<file path="config.mk">
export PLATFORM = sky130hd
export DESIGN_NAME = taylor_multicore
export DESIGN_NICKNAME = d
export VERILOG_FILES = /design/src/hw/taylor_pkg.sv /design/src/hw/reset_stagger.sv /design/src/hw/result_arbiter.sv /design/src/hw/sample_dispatcher.sv /design/src/hw/taylor_core.sv /design/src/hw/taylor_multicore.sv
export SDC_FILE = /design/constraint.sdc
export NUM_CORES = 2
export LEC_CHECK = 0
export ABC_AREA = 1
export BUFFER_PORTS_ARGS = -buffer_cell sky130_fd_sc_hd__buf_4
export CAP_MARGIN = 20
export CORE_UTILIZATION = 50
export CTS_BUF_LIST = sky130_fd_sc_hd__clkbuf_16
export DETAILED_ROUTE_END_ITERATION = 16
export PLACE_DENSITY = 0.66
export RECOVER_POWER = 50
export SYNTH_ARGS = -nofsm -noshare
export SYNTH_HDL_FRONTEND = slang
export SYNTH_SLANG_ARGS = --single-unit
</file>
<file path="constraint.sdc">
create_clock -name clk -period 8.7 [get_ports clk]
set_clock_uncertainty 0.15 [all_clocks]
set_input_delay 0.87 -clock clk [delete_from_list [all_inputs] [get_ports clk]]
set_output_delay 0.87 -clock clk [all_outputs]
set_load 0.01 [all_outputs]
</file>
<file path="src/hw/taylor_pkg.sv">
package taylor_pkg;

	// Q2.16 input sample.
	typedef logic signed [18:0] sample_t;

	// Q11.16 accumulator, wide enough for in-range inputs.
	typedef logic signed [27:0] acc_t;

	typedef logic [7:0] tag_t;

	typedef struct packed {
		sample_t value;
		tag_t    tag;
	} sample_s;

	typedef struct packed {
		acc_t value;
		tag_t tag;
	} result_s;

	localparam int FRAC_BITS = 16;
	localparam int ORDER = 5;

	// Sine series x - x^3/6 + x^5/120, indexed by power.
	localparam sample_t COEF [ORDER+1] = '{
		19'sd0,
		19'sd65536,
		19'sd0,
		-19'sd10923,
		19'sd0,
		19'sd546
	};

	typedef enum logic [1:0] {
		IDLE,
		EVAL,
		HOLD
	} core_state_e;

endpackage

</file>
<file path="src/hw/reset_stagger.sv">
`timescale 1ns/100ps

module reset_stagger #(
	parameter int NUM_CORES = 2,
	parameter int STAGGER_CYCLES = 6
) (
	input  logic                 clk,
	input  logic                 rst_n,
	output logic [NUM_CORES-1:0] run
);

	localparam int CNT_W = $clog2(STAGGER_CYCLES + 1);
	localparam int IDX_W = $clog2(NUM_CORES + 1);

	logic [CNT_W-1:0] cnt;
	logic [IDX_W-1:0] idx;
	logic             busy;

	assign busy = (idx != IDX_W'(NUM_CORES)); // Cores left to release.

	always_ff @(posedge clk) begin
		if (!rst_n) begin
			cnt <= '0;
			idx <= '0;
			run <= '0;
		end else if (busy) begin
			if (cnt == CNT_W'(STAGGER_CYCLES - 1)) begin
				cnt <= '0;
				idx <= idx + IDX_W'(1);
				for (int k = 0; k < NUM_CORES; k++) begin
					if (idx == IDX_W'(k)) begin
						run[k] <= 1'b1; // Stays set until reset.
					end
				end
			end else begin
				cnt <= cnt + CNT_W'(1);
			end
		end
	end

	// Enables form a growing thermometer from bit 0 and never drop.
	a_run_order: assert property (@(posedge clk) disable iff (!rst_n)
		((run & (run + NUM_CORES'(1))) == '0) && (($past(run) & ~run) == '0));

endmodule

</file>
<file path="src/hw/result_arbiter.sv">
`timescale 1ns/100ps

module result_arbiter #(
	parameter int NUM_CORES = 2,
	parameter int OUT_CREDITS = 2
) (
	input  logic                 clk,
	input  logic                 rst_n,
	input  logic [NUM_CORES-1:0] done,
	input  taylor_pkg::result_s  core_result [NUM_CORES],
	input  logic                 out_credit,
	output logic [NUM_CORES-1:0] take,
	output taylor_pkg::result_s  out_result,
	output logic                 out_valid
);

	localparam int CRD_W = $clog2(OUT_CREDITS + 1);

	logic [CRD_W-1:0]     credits;
	logic [NUM_CORES-1:0] grant;
	taylor_pkg::result_s  sel;
	logic                 fire;

	always_comb begin
		grant = '0;
		sel = core_result[0];
		for (int k = NUM_CORES - 1; k >= 0; k--) begin
			if (done[k]) begin
				grant = NUM_CORES'(1) << k; // Lowest index has priority.
				sel = core_result[k];
			end
		end
	end

	// Wait for the taken core to leave HOLD before choosing again.
	assign fire = (credits != '0) && (take == '0) && (done != '0);

	always_ff @(posedge clk) begin
		if (!rst_n) begin
			credits   <= CRD_W'(OUT_CREDITS);
			take      <= '0;
			out_valid <= 1'b0;
		end else begin
			credits   <= credits - CRD_W'(fire) + CRD_W'(out_credit);
			take      <= fire ? grant : '0;
			out_valid <= fire;
		end
	end

	always_ff @(posedge clk) begin
		if (fire) begin
			out_result <= sel;
		end
	end

	// Downstream never returns more credits than it was sent results.
	a_credit_bound: assert property (@(posedge clk) disable iff (!rst_n)
		credits <= CRD_W'(OUT_CREDITS));

endmodule

</file>
<file path="src/hw/sample_dispatcher.sv">
`timescale 1ns/100ps

module sample_dispatcher #(
	parameter int NUM_CORES = 2
) (
	input  logic                 clk,
	input  logic                 rst_n,
	input  logic [NUM_CORES-1:0] run,
	input  logic                 in_valid,
	input  taylor_pkg::sample_s  in_sample,
	input  logic [NUM_CORES-1:0] take,
	output logic                 in_credit,
	output logic [NUM_CORES-1:0] load,
	output taylor_pkg::sample_s  core_sample
);

	localparam int CRD_W = $clog2(2 * NUM_CORES + 1);

	logic [NUM_CORES-1:0] run_q;
	logic [NUM_CORES-1:0] rise;
	logic [NUM_CORES-1:0] idle;
	logic [NUM_CORES-1:0] pick;
	logic [NUM_CORES-1:0] load_next;
	logic [CRD_W-1:0]     pending;
	logic [CRD_W-1:0]     avail;
	logic                 issue;

	assign rise = run & ~run_q;

	// Each release and each freed core owes upstream one credit.
	assign avail = pending + CRD_W'($countones(rise)) + CRD_W'($countones(take));
	assign issue = (avail != '0);

	always_comb begin
		pick = '0;
		for (int k = NUM_CORES - 1; k >= 0; k--) begin
			if (idle[k]) begin
				pick = NUM_CORES'(1) << k; // Lowest idle core wins.
			end
		end
	end

	assign load_next = in_valid ? pick : '0;

	always_ff @(posedge clk) begin
		if (!rst_n) begin
			run_q     <= '0;
			idle      <= '0;
			pending   <= '0;
			in_credit <= 1'b0;
			load      <= '0;
		end else begin
			run_q     <= run;
			idle      <= (idle & ~load_next) | rise | take;
			pending   <= avail - CRD_W'(issue);
			in_credit <= issue;
			load      <= load_next;
		end
	end

	always_ff @(posedge clk) begin
		if (in_valid) begin
			core_sample <= in_sample;
		end
	end

	// Upstream only sends on credit, so a free core always exists.
	a_idle_on_valid: assert property (@(posedge clk) disable iff (!rst_n)
		in_valid |-> (idle != '0));

endmodule

</file>
<file path="src/hw/taylor_core.sv">
`timescale 1ns/100ps

module taylor_core (
	input  logic                clk,
	input  logic                rst_n,
	input  logic                load,
	input  taylor_pkg::sample_s core_sample,
	input  logic                take,
	output logic                done,
	output taylor_pkg::result_s result
);

	localparam int STEP_W = $clog2(taylor_pkg::ORDER + 1);
	localparam int PROD_W = $bits(taylor_pkg::acc_t) + $bits(taylor_pkg::sample_t);

	taylor_pkg::core_state_e  state;
	taylor_pkg::sample_t      x;
	taylor_pkg::tag_t         tag;
	taylor_pkg::acc_t         acc;
	taylor_pkg::acc_t         acc_step;
	logic [STEP_W-1:0]        power;
	logic signed [PROD_W-1:0] prod;

	// One Horner step, floor rounding from the arithmetic shift.
	always_comb begin
		prod = acc * x;
		acc_step = taylor_pkg::acc_t'(prod >>> taylor_pkg::FRAC_BITS)
			+ taylor_pkg::acc_t'(taylor_pkg::COEF[power - STEP_W'(1)]);
	end

	always_ff @(posedge clk) begin
		if (!rst_n) begin
			state <= taylor_pkg::IDLE;
		end else begin
			case (state)
				taylor_pkg::IDLE: begin
					if (load) begin
						state <= taylor_pkg::EVAL;
					end
				end
				taylor_pkg::EVAL: begin
					if (power == STEP_W'(1)) begin
						state <= taylor_pkg::HOLD; // Last coefficient added.
					end
				end
				taylor_pkg::HOLD: begin
					if (take) begin
						state <= taylor_pkg::IDLE;
					end
				end
				default: state <= taylor_pkg::IDLE;
			endcase
		end
	end

	always_ff @(posedge clk) begin
		if (state == taylor_pkg::IDLE && load) begin
			x     <= core_sample.value;
			tag   <= core_sample.tag;
			acc   <= taylor_pkg::acc_t'(taylor_pkg::COEF[taylor_pkg::ORDER]);
			power <= STEP_W'(taylor_pkg::ORDER);
		end else if (state == taylor_pkg::EVAL) begin
			acc   <= acc_step;
			power <= power - STEP_W'(1);
		end
	end

	assign done = (state == taylor_pkg::HOLD);
	assign result = '{value: acc, tag: tag};

	// The arbiter only takes a finished core.
	a_take_in_hold: assert property (@(posedge clk) disable iff (!rst_n)
		take |-> (state == taylor_pkg::HOLD));

endmodule

</file>
<file path="src/hw/taylor_multicore.sv">
`timescale 1ns/100ps

module taylor_multicore #(
	parameter int NUM_CORES = 2,
	parameter int STAGGER_CYCLES = 6,
	parameter int OUT_CREDITS = 2
) (
	input  logic                clk,
	input  logic                rst_n,
	input  logic                in_valid,
	input  taylor_pkg::sample_s in_sample,
	input  logic                out_credit,
	output logic                in_credit,
	output logic                out_valid,
	output taylor_pkg::result_s out_result
);

	logic [NUM_CORES-1:0] run;
	logic [NUM_CORES-1:0] load;
	logic [NUM_CORES-1:0] take;
	logic [NUM_CORES-1:0] done;
	taylor_pkg::sample_s  core_sample;
	taylor_pkg::result_s  core_result [NUM_CORES];

	reset_stagger #(
		.NUM_CORES      (NUM_CORES),
		.STAGGER_CYCLES (STAGGER_CYCLES)
	) u_reset_stagger (
		.clk   (clk),
		.rst_n (rst_n),
		.run   (run)
	);

	sample_dispatcher #(
		.NUM_CORES (NUM_CORES)
	) u_sample_dispatcher (
		.clk         (clk),
		.rst_n       (rst_n),
		.run         (run),
		.in_valid    (in_valid),
		.in_sample   (in_sample),
		.take        (take),
		.in_credit   (in_credit),
		.load        (load),
		.core_sample (core_sample)
	);

	// All cores share one sample bus, load picks the receiver.
	for (genvar g = 0; g < NUM_CORES; g++) begin : g_core
		taylor_core u_taylor_core (
			.clk         (clk),
			.rst_n       (rst_n),
			.load        (load[g]),
			.core_sample (core_sample),
			.take        (take[g]),
			.done        (done[g]),
			.result      (core_result[g])
		);
	end

	result_arbiter #(
		.NUM_CORES   (NUM_CORES),
		.OUT_CREDITS (OUT_CREDITS)
	) u_result_arbiter (
		.clk         (clk),
		.rst_n       (rst_n),
		.done        (done),
		.core_result (core_result),
		.out_credit  (out_credit),
		.take        (take),
		.out_result  (out_result),
		.out_valid   (out_valid)
	);

endmodule

</file>
### Word level (Yosys, flattened, before mapping)

Memory sizes are Yosys's and may differ from the RTL's.
Cells that the tools add are included.

* bits in registers: 205
* bits in read-only memories: 304
* output and inout bits: 38
* logic and storage cells: 109
* memories: 2

Memories
* (no name shown): words 8, width 19, read ports 1, clocked after memory_dff 0, write ports 0, line taylor_core.sv:28 `+ taylor_pkg::acc_t'(taylor_pkg::COEF[power - STEP_W'(1)]);`
* (no name shown): words 8, width 19, read ports 1, clocked after memory_dff 0, write ports 0, line taylor_core.sv:28

* $add $sub $neg: 13
* $mul: 2
* order comparisons: 2
* equality and inequality tests: 15
* mux-type cells: 20
* bitwise logic cells: 10
* reductions and logical operators: 18

Operators with widths (count)
* $mul A28 B19 Y44: 2
* $mux W19: 4
* $mux W36: 2
* $add A28 B19 Y28: 2
* $mux W2: 10
* $pmux W2 S3: 2
* $reduce_and A3 Y1: 4
* $ge A4 B4 Y1 const B: 2
* $logic_not A2 Y1: 4
* $ne A2 B1 Y1 const B: 4
* $not A3 Y4: 2
* $add A3 B3 Y3: 2
* $eq A2 B1 Y1 const B: 3
* $eq A3 B1 Y1 const B: 2
* $ne A2 B2 Y1 const B: 3
* $sub A3 B1 Y3 const B: 2
* $add A1 B1 Y2: 2
* $and A2 B2 Y2: 2
* $eq A2 B2 Y1 const B: 2
* $logic_and A1 B1 Y1: 4
* $not A2 Y2: 2
* $or A2 B2 Y2: 2
* $reduce_and A2 Y1: 2
* $reduce_bool A2 Y1: 2
* 11 further kinds: 12

### Longest topological paths before layout

* word-level depth: 7
* depth in mapped cells: 46
* gate-level depth less buffers: 44

### By module

A second synthesis with hierarchy kept.

* cells, all modules: 5855
* area, all modules: 47859.7 um2

By module, submodules not included
* taylor_core (g_core[1].u_taylor_core): times used 1, cells an instance 2818, area each 22280.1 um2, seq. area each 1471.4 um2
* taylor_core (g_core[0].u_taylor_core): times used 1, cells an instance 2792, area each 22046.1 um2, seq. area each 1471.4 um2
* result_arbiter: times used 1, cells an instance 104, area each 1871.8 um2, seq. area each 1181.1 um2
* sample_dispatcher: times used 1, cells an instance 96, area each 1327.5 um2, seq. area each 1011.0 um2
* reset_stagger: times used 1, cells an instance 45, area each 334.1 um2, seq. area each 140.1 um2

### Worst setup path before layout

No wires, ideal clock.

* kind: reg2reg
* from: reg g_core[1].u_taylor_core.x[10]
* to: reg g_core[1].u_taylor_core.acc[27]
* library setup time: 109 ps
* arrival: 7438 ps
* data required time: 8441 ps
* setup slack: 1003 ps
* cell stages (with the launch flop): 42
* buffers on the path: 2
* cells stage by stage: edfxtp_1 > clkbuf_1 > clkbuf_1 > nand2_1 > fa_1 > inv_1 > fa_1 > inv_1 > fa_1 > inv_1 > fa_1 > fa_1 > fa_1 > fa_1 > ha_1 > nand2_1 > inv_1 > nand2_1 > (+6 left out) > nand2_2 > a21oi_2 > inv_1 > nand3_1 > nand3_1 > a21oi_1 > xor2_1 > inv_1 > ha_1 > nand2_1 > nor2_1 > inv_1 > nor4_1 > nand3_1 > nand4_1 > nand3_1 > nand2_1 > inv_1

* word-level cells in the longest chain between the ends: 2

RTL lines
* start, declared: line taylor_core.sv:17 `taylor_pkg::sample_t x;`
* start signal, assigned: line taylor_core.sv:58 `x <= core_sample.value;`
* $mul A28 B19 Y44: line taylor_core.sv:26 `prod = acc * x;`
* $add A28 B19 Y28: line taylor_core.sv:28
* end signal, assigned: line taylor_core.sv:60 `acc <= taylor_pkg::acc_t'(taylor_pkg::COEF[taylor_pkg::ORDER]);`
* end signal, assigned: line taylor_core.sv:63 `acc <= acc_step;`
* end, declared: line taylor_core.sv:19 `taylor_pkg::acc_t acc;`

No other way between the ends.
A chain may end at the register's enable or synchronous reset.

### Worst setup path in the final report

* from: reg g_core[0].u_taylor_core.x[7]
* to: reg g_core[0].u_taylor_core.acc[26]

* word-level cells in the longest chain between the ends: 2

RTL lines (line)
* start, declared: taylor_core.sv:17
* start signal, assigned: taylor_core.sv:58
* $mul A28 B19 Y44: taylor_core.sv:26
* $add A28 B19 Y28: taylor_core.sv:28
* end signal, assigned: taylor_core.sv:60
* end signal, assigned: taylor_core.sv:63
* end, declared: taylor_core.sv:19

No other way between the ends.

==> flow_metrics.py <==
metrics = {
    "setup_path": {
        "worstSetupEndpointType": "flip-flop",
        "path_delay_family": "adder cells",
        "start_kind": "flip-flop",
        "rr_startpoint": "g_core[0].u_taylor_core.x[7]$_DFFE_PP_",
        "worstPathArrival_ns": 8.72,
        "crit_path_frequent_cell": "nand2_1",
        "cp_slowest_cell": "fa_1",
        "r2r_setup_slack_ns": 0.33,
        "required_ns": 9.05,
        "path_buf_inv": 9,
        "worstRegToRegCells": 38,
        "crit_type": "reg2reg",
        "crit_path_start": "g_core[0].u_taylor_core.x[7]$_DFFE_PP_",
        "rr_endpoint": "g_core[0].u_taylor_core.acc[26]$_SDFFE_PP0P_",
        "cpPeakStageDelay_ns": 0.55,
        "worst-path-max-fanout": 6,
    },
    "hold_path": {
        "holdCritPathClass": "reg2reg",
        "hp-start": "u_sample_dispatcher.core_sample[6]$_DFFE_PP_",
        "hold_depth": 0,
        "min_to": "g_core[0].u_taylor_core.tag[6]$_DFFE_PP_",
    },
    "timing": {
        "hold_violations": 0,
        "slew_headroom_pct": -59.23,
        "fmax_mhz": 119.5,
        "setup_viol": 0,
        "drv_slew": 183,
        "period_share_pct": 96.19,
        "fin_crit_ns": 8.369,
        "worstMarginPinSlew_ns": 2.388,
        "fin_hold_ws_ns": 0.2975,
    },
    "floorplan": {
        "pin_count": 69,
        "die_h_um": 310.1,
        "die_w_um": 310.1,
        "rows": 112,
        "fp.dieArea_um2": 96130,
        "coreArea_um2": 93610,
        "initial_core_util_pct": 50.69,
    },
    "grt": {
        "grt_pass1_vias": 38700,
        "grt_pass1_wl_um": 213000,
        "grt_start_max_net_pins": 46,
        "overflow": 0,
        "antenna_found_initial": 1,
        "grtUsageTotal_pct": 28.82,
    },
    "place": {
        "io_buffers": 68,
        "routabilityCongestion": 0.9845,
        "dpl.hpwl_um": 109100,
        "place_area_um2": 49990,
    },
    "synthesis": {
        "ys_ff_latch": 205,
        "synthCells": 5857,
        "yosysWarnings": 0,
        "synth_nets": 7191,
        "synth_area_um2": 47450,
        "yosysSeqAreaShare_pct": 11.12,
        "avgSynthCellArea_um2": 8.101,
        "synth.distinct_cells": 56,
    },
    "run": {
        "cap_violations": 6,
    },
    "clocking": {
        "clkLatencyLatePin_ns": 0.61,
        "cts_tree": "built",
        "cts_buffer_depth": 3,
        "htree_levels": 1,
        "cts.clk_slew.worst_paths_ns": 0.07,
        "root_buffer": "clkbuf_16",
        "postCtsHoldBufs": 0,
        "cts_inserted_buffers": 29,
        "cts.sinks": 205,
    },
    "cells_and_area": {
        "final_area_um2": 51230,
        "utilization_pct": 54.72,
        "syn_to_final_growth_pct": 7.964,
        "nNetsFinal": 7237,
        "drive_gt1_share_pct": 7.779,
    },
    "drt": {
        "postRouteAntennaNets": 0,
        "wl_per_cell_um": 18.29,
        "route.vias.total": 36820,
        "drc": 0,
        "postRouteWirelength_um": 131300,
        "viasPerCell": 5.127,
        "drt_iter0_drc": 3082,
        "first_pass_iters": 6,
    },
    "outcome": {
        "outcome": "finished, violations left",
        "violations": "capacitance limit, slew limit",
    },
}
==> cells by family after synthesis <==
kind of cell,after synthesis,share of synthesized area (%)
AO/OA/AOI/OAI,357,4.354
XOR/XNOR,102,1.883
adder cells (fa/ha/maj),1303,50.18
buffers and inverters,1916,15.21
flip-flops,205,11.12
AND/OR/NAND/NOR,1974,17.25
==> area by class of cell <==
class / instances / area (um2)
Inverter: 1663 / 6242
Antenna cell: 1 / 2.502
Clock inverter: 25 / 264.0
Fill cell: 8955 / 42380
Sequential cell: 205 / 5293
Timing Repair Buffer: 268 / 2122
Multi-Input combinational cell: 3736 / 35010
Clock buffer: 29 / 725.7
Tap cell: 1254 / 1569
==> synth_stat cells, drive strengths merged <==
master	instances	share of area, %
a2111oi	1	0.018
a211oi	4	0.074
a21boi	1	0.016
a21o	10	0.16
a21oi	146	1.6
a221oi	4	0.074
a31oi	21	0.28
a32oi	1	0.018
and2	2	0.026
and3	1	0.013
buf	60	0.53
clkbuf	193	1.5
clkinv	6	0.047
dfxtp	88	3.7
edfxtp	117	7.4
fa	1000	42
ha	303	8.0
inv	1657	13
nand2	1568	13
nand3	132	1.6
nand3b	5	0.11
nand4	35	0.47
nor2	191	1.7
nor3	21	0.22
nor4	8	0.11
o211ai	5	0.079
o21a	8	0.13
o21ai	124	1.3
o21bai	24	0.40
o221a	1	0.024
o221ai	4	0.074
o22ai	1	0.013
o311a	1	0.021
o311ai	1	0.018
or2	11	0.15
xnor2	45	0.83
xor2	57	1.1
==> registers in the layout (all words and copies together) (netlist names) <==
| register | flops |
|---|---|
| u_result_arbiter.out_result | 36 |
| u_sample_dispatcher.run_q | 2 |
| g_core.u_taylor_core.x | 38 |
| u_reset_stagger.idx | 2 |
| u_sample_dispatcher.idle | 2 |
| g_core.u_taylor_core.power | 6 |
| u_result_arbiter.credits | 2 |
| u_result_arbiter.out_valid | 1 |
| u_reset_stagger.cnt | 3 |
| g_core.u_taylor_core.tag | 16 |
| u_sample_dispatcher.in_credit | 1 |
| g_core.u_taylor_core.state | 4 |
| u_sample_dispatcher.load | 2 |
| u_sample_dispatcher.core_sample | 27 |
| u_sample_dispatcher.pending | 3 |
| g_core.u_taylor_core.acc | 56 |
| u_result_arbiter.take | 2 |
| u_reset_stagger.run | 2 |
==> stage by stage <==
stage | setup slack, ns | instances | TNS [ns]
2_1_floorplan | 1.003 | 5857 | 0
3_3_place_gp | 0.2906 | 7102 | 0
3_5_place_dp | 0.2426 | 7102 | 0
4_1_cts | 0.2085 | 7156 | 0
5_1_grt | -0.02987 | 7181 | -0.03118
6_report | 0.3312 | 7181 | 0
==> per-layer routing <==
metal	vias to the layer above	global-route usage (%)	part of all wire (%)
met4	0	9.383	3.6
met1	18410	39.99	43
met5	-	0	0
met3	213	3.201	6.5
li1	16910	-	-
met2	1287	47.30	47
==> placed cells by master (no fill, tap or decap), types with 10 or more instances in the layout <==
| cell type | Yosys | final |
|---|---|---|
| inv_1 | 1645 | 1650 |
| nand2_1 | 1508 | 1508 |
| fa_1 | 1000 | 999 |
| ha_1 | 303 | 303 |
| buf_4 | 4 | 221 |
| nor2_1 | 167 | 165 |
| a21oi_1 | 138 | 138 |
| nand3_1 | 118 | 118 |
| edfxtp_1 | 117 | 117 |
| o21ai_0 | 110 | 109 |
| dfxtp_1 | 88 | 74 |
| xor2_1 | 57 | 57 |
| nand2_2 | 46 | 46 |
| xnor2_1 | 45 | 45 |
| nand4_1 | 34 | 34 |
| clkbuf_16 | 0 | 29 |
| o21bai_1 | 23 | 23 |
| a31oi_1 | 21 | 21 |
| nor3_1 | 21 | 21 |
| clkbuf_4 | 0 | 20 |
| nor2_2 | 17 | 18 |
| dfxtp_2 | 0 | 14 |
| clkbuf_1 | 193 | 14 |
| inv_2 | 12 | 13 |
| nand2_4 | 13 | 13 |
| nand3_2 | 13 | 13 |
| o21ai_1 | 12 | 13 |
| buf_12 | 0 | 13 |
| or2_2 | 11 | 11 |
| a21o_1 | 10 | 10 |
==> repair_timing <==
item,CTS,global route
endpoints found under the setup margin,0,20
gates resized for setup,0,23
setup buffers,0,24
==> worst max-delay path by stage <==
stage / endpoint / cells past startpoint / slack [ns]
finish: g_core[0].u_taylor_core.acc[26]$_SDFFE_PP0P_ / 38 / 0.33
global route: g_core[1].u_taylor_core.acc[27]$_SDFFE_PP0P_ / 30 / -0.03
CTS: g_core[0].u_taylor_core.acc[27]$_SDFFE_PP0P_ / 39 / 0.21
detailed placement: g_core[0].u_taylor_core.acc[27]$_SDFFE_PP0P_ / 39 / 0.24
global placement: g_core[1].u_taylor_core.acc[22]$_SDFFE_PP0P_ / 33 / 0.29
floorplan: g_core[1].u_taylor_core.acc[27]$_SDFFE_PP0P_ / 41 / 1.00
Power is left out: the tool's default activity adds up to more than one toggle a clock period on the data nets, which glitch-free logic cannot reach.
